`src/dly_pkg.sv`:
```
// shared sizes, tap limits and the command type for the delay line bank
// imported by the control unit, the delay lines and the top level

`default_nettype none

package dly_pkg;

    // ************************************************************************
    // bank geometry
    // ************************************************************************
    localparam int unsigned NUM_DLY   = 4;   // delay lines in the bank
    localparam int unsigned SEL_WIDTH = 2;   // line select width
    localparam int unsigned TAP_WIDTH = 6;   // tap value width

    // tap range, the adjust saturates at both ends
    localparam logic [TAP_WIDTH-1:0] MAX_TAP   = 6'd63;
    localparam logic [TAP_WIDTH-1:0] RESET_TAP = 6'd0;

    // one shift stage per tap position
    localparam int unsigned DEPTH = int'(MAX_TAP) + 1;

    // registered command of the control unit
    typedef enum logic [1:0] {
        CMD_IDLE   = 2'd0,
        CMD_LOAD   = 2'd1,
        CMD_ADJUST = 2'd2
    } dly_cmd_e;

endpackage

`default_nettype wire

```
`src/delay_bank_top.sv`:
```
// top level of the four-line delay bank
// one shared strobe port controls the line picked by sel_dly_i,
// each line delays its own data bit by its tap plus one cycle

`default_nettype none

module delay_bank_top (
    input  wire logic                          clk,
    input  wire logic                          reset,
    input  wire logic [dly_pkg::SEL_WIDTH-1:0] sel_dly_i,
    input  wire logic                          dly_ld_i,
    input  wire logic                          dly_adj_i,
    input  wire logic                          dly_incdec_i,
    input  wire logic [dly_pkg::TAP_WIDTH-1:0] tap_load_i,
    input  wire logic [dly_pkg::NUM_DLY-1:0]   data_i,
    output logic      [dly_pkg::NUM_DLY-1:0]   data_o,
    output logic      [dly_pkg::TAP_WIDTH-1:0] tap_val_o
);

    import dly_pkg::*;

    logic [NUM_DLY-1:0][TAP_WIDTH-1:0] tap_bus;   // taps of all lines
    logic [NUM_DLY-1:0]                line_load;
    logic [NUM_DLY-1:0]                line_adj;
    logic                              line_inc;
    logic [TAP_WIDTH-1:0]              line_val;

    delay_ctrl u_ctrl (
        .clk          (clk),
        .reset        (reset),
        .sel_dly_i    (sel_dly_i),
        .dly_ld_i     (dly_ld_i),
        .dly_adj_i    (dly_adj_i),
        .dly_incdec_i (dly_incdec_i),
        .tap_load_i   (tap_load_i),
        .tap_bus_i    (tap_bus),
        .line_load_o  (line_load),
        .line_adj_o   (line_adj),
        .inc_o        (line_inc),
        .load_val_o   (line_val),
        .tap_val_o    (tap_val_o)
    );

    // direction and load value are shared, the pulses are per line
    for (genvar k = 0; k < NUM_DLY; k++) begin : g_line
        delay_line u_line (
            .clk        (clk),
            .reset      (reset),
            .data_i     (data_i[k]),
            .load_i     (line_load[k]),
            .adj_i      (line_adj[k]),
            .inc_i      (line_inc),
            .load_val_i (line_val),
            .tap_o      (tap_bus[k]),
            .data_o     (data_o[k])
        );
    end

endmodule

`default_nettype wire

```
`src/delay_ctrl.sv`:
```
// control unit of the delay line bank
// turns the load and adjust strobe levels into one-cycle command pulses
// for the selected line and registers the tap readback of that line

`default_nettype none

module delay_ctrl (
    input  wire logic                                                clk,
    input  wire logic                                                reset,
    input  wire logic [dly_pkg::SEL_WIDTH-1:0]                       sel_dly_i,
    input  wire logic                                                dly_ld_i,
    input  wire logic                                                dly_adj_i,
    input  wire logic                                                dly_incdec_i,
    input  wire logic [dly_pkg::TAP_WIDTH-1:0]                       tap_load_i,
    input  wire logic [dly_pkg::NUM_DLY-1:0][dly_pkg::TAP_WIDTH-1:0] tap_bus_i,
    output logic      [dly_pkg::NUM_DLY-1:0]                         line_load_o,
    output logic      [dly_pkg::NUM_DLY-1:0]                         line_adj_o,
    output logic                                                     inc_o,
    output logic      [dly_pkg::TAP_WIDTH-1:0]                       load_val_o,
    output logic      [dly_pkg::TAP_WIDTH-1:0]                       tap_val_o
);

    import dly_pkg::*;

    logic                 ld_q;     // strobe levels from the previous edge
    logic                 adj_q;
    logic                 ld_rise;
    logic                 adj_rise;
    dly_cmd_e             cmd_q;
    logic [SEL_WIDTH-1:0] sel_q;    // line captured with the command
    logic                 inc_q;
    logic [TAP_WIDTH-1:0] val_q;
    logic [TAP_WIDTH-1:0] tap_val_q;

    // ************************************************************************
    // strobe edge detection and command register
    // ************************************************************************

    // high now, low on the edge before
    assign ld_rise  = dly_ld_i & ~ld_q;
    assign adj_rise = dly_adj_i & ~adj_q;

    always_ff @(posedge clk) begin
        if (reset) begin
            ld_q  <= 1'b0;
            adj_q <= 1'b0;
            cmd_q <= CMD_IDLE;
        end else begin
            ld_q  <= dly_ld_i;
            adj_q <= dly_adj_i;
            if (ld_rise) begin
                cmd_q <= CMD_LOAD;       // load wins over a same-edge adjust
            end else if (adj_rise) begin
                cmd_q <= CMD_ADJUST;
            end else begin
                cmd_q <= CMD_IDLE;       // back to idle after one cycle
            end
        end
    end

    // select, direction and load value travel with the command
    always_ff @(posedge clk) begin
        if (ld_rise || adj_rise) begin
            sel_q <= sel_dly_i;
            inc_q <= dly_incdec_i;
            val_q <= tap_load_i;
        end
    end

    // ************************************************************************
    // command routing to the lines
    // ************************************************************************

    always_comb begin
        line_load_o = '0;
        line_adj_o  = '0;
        case (cmd_q)
            CMD_LOAD:   line_load_o[sel_q] = 1'b1;
            CMD_ADJUST: line_adj_o[sel_q]  = 1'b1;
            default:    line_load_o        = '0;
        endcase
    end

    assign inc_o      = inc_q;      // shared by all lines
    assign load_val_o = val_q;

    // ************************************************************************
    // tap readback
    // ************************************************************************

    // follows sel_dly_i with one cycle of latency
    always_ff @(posedge clk) begin
        if (reset) begin
            tap_val_q <= '0;
        end else begin
            tap_val_q <= tap_bus_i[sel_dly_i];
        end
    end

    assign tap_val_o = tap_val_q;

endmodule

`default_nettype wire

```
`src/delay_line.sv`:
```
// one programmable delay line of the bank
// the tap register is written by load pulses and stepped by adjust pulses,
// the serial input leaves tap + 1 cycles later

`default_nettype none

module delay_line (
    input  wire logic                          clk,
    input  wire logic                          reset,
    input  wire logic                          data_i,
    input  wire logic                          load_i,
    input  wire logic                          adj_i,
    input  wire logic                          inc_i,
    input  wire logic [dly_pkg::TAP_WIDTH-1:0] load_val_i,
    output logic      [dly_pkg::TAP_WIDTH-1:0] tap_o,
    output logic                               data_o
);

    import dly_pkg::*;

    logic [TAP_WIDTH-1:0] tap_q;
    logic [TAP_WIDTH-1:0] tap_next;
    logic [DEPTH-1:0]     shift_q;   // stage 0 holds the newest sample
    logic                 data_q;

    // ************************************************************************
    // tap register
    // ************************************************************************

    always_comb begin
        tap_next = tap_q;
        if (load_i) begin
            tap_next = load_val_i;
        end else if (adj_i) begin
            if (inc_i) begin
                if (tap_q != MAX_TAP) begin
                    tap_next = tap_q + 1'b1;
                end
            end else begin
                if (tap_q != '0) begin
                    tap_next = tap_q - 1'b1;
                end
            end
        end
    end

    always_ff @(posedge clk) begin
        if (reset) begin
            tap_q <= RESET_TAP;
        end else begin
            tap_q <= tap_next;
        end
    end

    assign tap_o = tap_q;

    // ************************************************************************
    // data delay
    // ************************************************************************

    always_ff @(posedge clk) begin
        if (reset) begin
            shift_q <= '0;
            data_q  <= 1'b0;
        end else begin
            shift_q <= {shift_q[DEPTH-2:0], data_i};
            data_q  <= shift_q[tap_q];      // output flop adds the extra cycle
        end
    end

    assign data_o = data_q;

endmodule

`default_nettype wire

```
`config.mk`:
```
export PLATFORM = sky130hd
export DESIGN_NAME = delay_bank_top
export DESIGN_NICKNAME = d
export VERILOG_FILES = /design/src/dly_pkg.sv /design/src/delay_bank_top.sv /design/src/delay_ctrl.sv /design/src/delay_line.sv
export SDC_FILE = /design/constraint.sdc
export NUM_CORES = 1
export LEC_CHECK = 0
export ABC_AREA = 0
export BUFFER_PORTS_ARGS = -buffer_cell sky130_fd_sc_hd__buf_4
export CAP_MARGIN = 20
export CORE_UTILIZATION = 55
export CTS_CLUSTER_SIZE = 40
export DETAILED_ROUTE_END_ITERATION = 10
export GPL_TIMING_DRIVEN = 0
export PLACE_DENSITY = 0.78
export REMOVE_ABC_BUFFERS = 1
export SETUP_SLACK_MARGIN = 0.4
export SLEW_MARGIN = 20
export SYNTH_ARGS = -nofsm -noshare
export SYNTH_HDL_FRONTEND = slang
export SYNTH_HIERARCHICAL = 1
export SYNTH_SLANG_ARGS = --single-unit
```
`constraint.sdc`:
```
create_clock -name clk -period 2.95 [get_ports clk]
set_input_delay 0.295 -clock clk [delete_from_list [all_inputs] [get_ports clk]]
set_output_delay 0.295 -clock clk [all_outputs]
set_load 0.02 [all_outputs]
```
==> summary.md <==
| Metric | Value |
|---|---|
| Number of buffers on the longest clock path | `3` |
| Synthesized area divided by synthesized cell count | `11.4 um2` |
| RSZ-0062 raised after global routing | `yes` |
| Cell area power density | `616 nW/um2` |
| IO buf count | `26` |
| Overflow left after global routing | `0` |
| Wire length per cell after detailed routing | `16.3 um` |
| Iter 0 DRT Violations | `a little under 600` |
| Uppermost layer routed | `met4` |
| First-pass DRT Iterations | `5` |
| Total wire length after detailed routing | `22.4 mm` |
| TritonCTS clock tree | `done` |
| Max-Slew Margin vs Limit | `0.429` |
| Min cycle time layout | `2490 ps` |
| Crit path cell chain | `buf_6, inv_1, ha_1, a21o_1, a21oi_1, or4b_2, and4_1, or3_1` |
| Maximum achievable frequency | `between 0.4 and 0.5 GHz` |
| Hold Violations, Final | `0` |
| Fin. max-slew vios | `0` |
| Final setup TNS | `0 ps` |
| Placer's final routability congestion estimate | `~0.8` |
| Number of cell rows | `53` |
| Number of cells on the worst hold path | `3` |
| Count of maximum capacitance violations | `0` |
| Share of the yosys chip area belonging to registers | `0.509` |
| Yosys warning count | `6` |
| FFs w/ async S/R, synth | `0` |
| Worst min-delay path endpoint | `u_ctrl/ld_q` |
| Largest net degree at the start of global routing | `~110` |
| Post-DP HPWL | `around 14 mm` |
| Post-route worst hold slack | `15.9 ps` |
| Largest driver fanout on the critical path | `8` |
| Drt via density | `around 5.6` |
| Remaining DRCs | `0` |
| Worst clock skew | `between 15 and 20 ps` |
| Antenna violations before repair | `0` |
| Clock-pin transition on the worst setup and hold timing paths | `approximately 60 ps` |
| Skew-Pair Late Insertion Delay | `540 ps` |
| Number of placed I/O pins | `27` |
| Area added between synthesis and finish | `12.3%` |
| Amount of wire on met3 after detailed routing | `approximately 930 um` |
| Number of synthesized register bits | `roughly 300` |
| Cell at the root of the clock tree | `clkbuf_16` |
| Count of nets after finishing | `roughly 1,100` |
| Nature of the critical path endpoint | `flop` |
| Die area | `roughly 23,000 um2` |
| Number of H-tree levels | `1` |
| Met2 WL | `approximately 11 mm` |
| Total number of vias | `between 7,000 and 8,000` |
| Primary flip-flop cell chosen by synthesis mapping | `dfxtp_1` |
| Antenna Cells | `0` |
| Largest stage delay on the critical path | `~640 ps` |
| Status | `finished, final reports clean` |
| Number of flops mapped to enable cells by yosys | `9` |
| Proportion of layout cells with a drive suffix above 1 | `0.133` |
| Maximum vdd ir drop | `about 420 uV` |
| Internal reg-to-reg setup slack | `about 460 ps` |
| Placed Cells incl. Taps | `between 1,000 and 1,500` |
| Aggregate global-route resource usage | `0.206` |
| Core region area | `approximately 21,000 um2` |
| Synth cell types | `47` |
| Measured slew at the worst slew-check pin | `~850 ps` |
| TritonCTS Buffers | `29` |
| Final cycle utilization of the critical path | `0.844` |
| Length of routed wiring on met1 | `around 10 mm` |
| Vert. Die Dim | `150 um` |
| Class of the tightest hold or removal check | `input pin to flop` |
| Worst r2r src | `u_ctrl/inc_o` |
| Fillers | `~1,600` |
| Worst R2R End | `g_line[2].u_line/tap_o[5]` |
| Number of cells produced by synthesis | `between 1,000 and 1,500` |
| Required time at the worst-slack endpoint | `between 3000 and 4000 ps` |
| Horiz. Die Dim | `roughly 150 um` |
| Startpoint kind of the worst setup timing path | `flop` |
| Antenna Nets Post-Route | `0` |
| CTS sink cnt | `between 300 and 400` |
| Hold path start | `dly_ld_i` |
| Starting Density | `0.568` |
| First-pass GRT wire length | `approximately 38 mm` |
| Critical path type | `flop to flop` |
| Leading cell types by total area after synthesis | `dfxtp_1 (49%), nor2b_1 (14%), mux4_2 (6.7%), mux2i_1 (5.0%), mux4_1 (3.5%)` |
| Vias in the first global route | `just under 8,000` |
| Data arrival time of the worst path | `about 2900 ps` |
| Leak pwr | `roughly 5.2 nW` |
| Top cell type's share of synthesized area | `0.487` |
| Largest area contributor in the netlist | `dfxtp_1` |
| Synth Cell Area | `around 12,000 um2` |
| Post-layout instance count excluding filler cells | `~1,400` |
| CP max-delay cell | `or4b_2` |
| Cell count of the worst reg-to-reg path | `8` |
| Number of setup violations in the final report | `0` |
metal layers:
metal  vias to the layer above  GRT usage
met5                         -          0
met4                         0     0.0535
met3                        48     0.0276
met2                       176      0.343
met1                      3750      0.282
li1                       3759          -
metrics by stage:
step / utilization / power, mW / cell area (um2) / setup WS [ps]
after global routing: 0.638 / 8.68 / 13600 / 374
after floorplan: - / 4.57 / 11800 / 376
final: 0.638 / 8.38 / 13600 / 462
after global placement: 0.579 / 4.74 / 12300 / -726
after detailed placement: 0.582 / 4.76 / 12400 / -137
after CTS: 0.635 / 8.45 / 13500 / 346
worst max-delay path, delay by kind of cell, from the launching register on:
family | cells | cell delay, ps
fa+ha+maj | 1 | 320
simple gates | 3 | 1180
compound gates | 2 | 230
flops | 1 | 340
buf+inv | 2 | 300
layout by cell type (no fill, tap or decap), types with 7 or more instances in the layout:
| master | synthesis | final |
|---|---|---|
| nor2_1 | 36 | 36 |
| mux4_2 | 36 | 36 |
| or3_1 | 8 | 8 |
| nand2b_1 | 7 | 7 |
| a31oi_1 | 8 | 8 |
| a211oi_1 | 8 | 8 |
| a21o_1 | 9 | 9 |
| dlygate4sd3_1 | 0 | 13 |
| dfxtp_1 | 294 | 282 |
| buf_4 | 0 | 34 |
| nor2b_1 | 263 | 263 |
| o22ai_1 | 18 | 18 |
| inv_1 | 20 | 18 |
| clkbuf_16 | 0 | 29 |
| mux4_1 | 16 | 16 |
| mux2i_1 | 60 | 60 |
| nand2_1 | 29 | 29 |
| o31ai_1 | 11 | 11 |
| a21oi_1 | 14 | 13 |
| a311oi_1 | 8 | 8 |
| xnor2_1 | 11 | 11 |
| nor3_1 | 31 | 31 |
| edfxtp_1 | 9 | 9 |
| o21ai_0 | 12 | 11 |
| ha_1 | 16 | 15 |
| dfxtp_2 | 0 | 8 |
| clkbuf_1 | 40 | 10 |
synth_stat cells (5+ instances only):
master and count:
a211oi_1 8, a21o_1 9, a21oi_1 14, a311oi_1 8
a31oi_1 8, buf_2 9, buf_6 9, clkbuf_1 40
dfxtp_1 294, edfxtp_1 9, ha_1 16, inv_1 20
mux2i_1 60, mux4_1 16, mux4_2 36, nand2_1 29
nand2b_1 7, nand3_1 5, nor2_1 36, nor2b_1 263
nor3_1 31, o21ai_0 12, o22ai_1 18, o31ai_1 11
or3_1 8, xnor2_1 11, xor2_1 5
cells by family after synthesis:
kind of cell,count (synthesis),synth area share
AO/OA/AOI/OAI,114,0.0724
XOR/XNOR,16,0.0116
adder cells (fa/ha/maj),20,0.0232
buffers and inverters,86,0.0332
flip-flops,303,0.509
multiplexers,112,0.151
AND/OR/NAND/NOR,410,0.199
report_power, final:
group / switching [mW] / internal (mW) / leakage [nW]
clock network: 1.50 / 2.18 / 0.466
registers: 0.111 / 4.16 / 2.47
logic: 0.228 / 0.207 / 2.23
total: 1.84 / 6.54 / 5.16
area by class of cell:
class | instances | area [um2] | share of cell area
repair buffers | 51 | 467 | 0.0343
clock buffers | 43 | 818 | 0.0602
flip-flops and latches | 303 | 6180 | 0.455
multi-input cells | 672 | 5560 | 0.409
inverters | 24 | 97.6 | 0.00718
well taps | 275 | 344 | 0.0253
clock inverters | 9 | 126 | 0.00930
worst max path at each step:
stage	from	endpoint	slack, ps	cells after the start
finish	u_ctrl/inc_o	g_line[2].u_line/tap_o[5]	460	8
CTS	g_line[2].u_line/tap_o[2]	g_line[2].u_line/tap_o[5]	350	5
global route	u_ctrl/inc_o	g_line[2].u_line/tap_o[5]	370	8
global placement	reset	g_line[2].u_line/tap_o[5]	-730	6
floorplan	u_ctrl/inc_o	g_line[2].u_line/tap_o[5]	380	7
detailed placement	u_ctrl/inc_o	g_line[3].u_line/tap_o[5]	-140	7
sequential cells by signal, summed over array words and instances (netlist names), 2 cells and up:
signal	count
g_line.u_line/data_o	4
g_line.u_line/shift_q	256
g_line.u_line/tap_o	24
u_ctrl/cmd_q	2
u_ctrl/load_val_o	6
u_ctrl/sel_q	2
u_ctrl/tap_val_o	6
what timing repair did:
action                     CTS  global route
gates resized for setup      8             9
setup endpoints to repair   14            10
hold endpoints to repair    13             0
hold buffers                13             0
setup buffers                5             5
No activity file was read; power rests on OpenSTA's default activity.
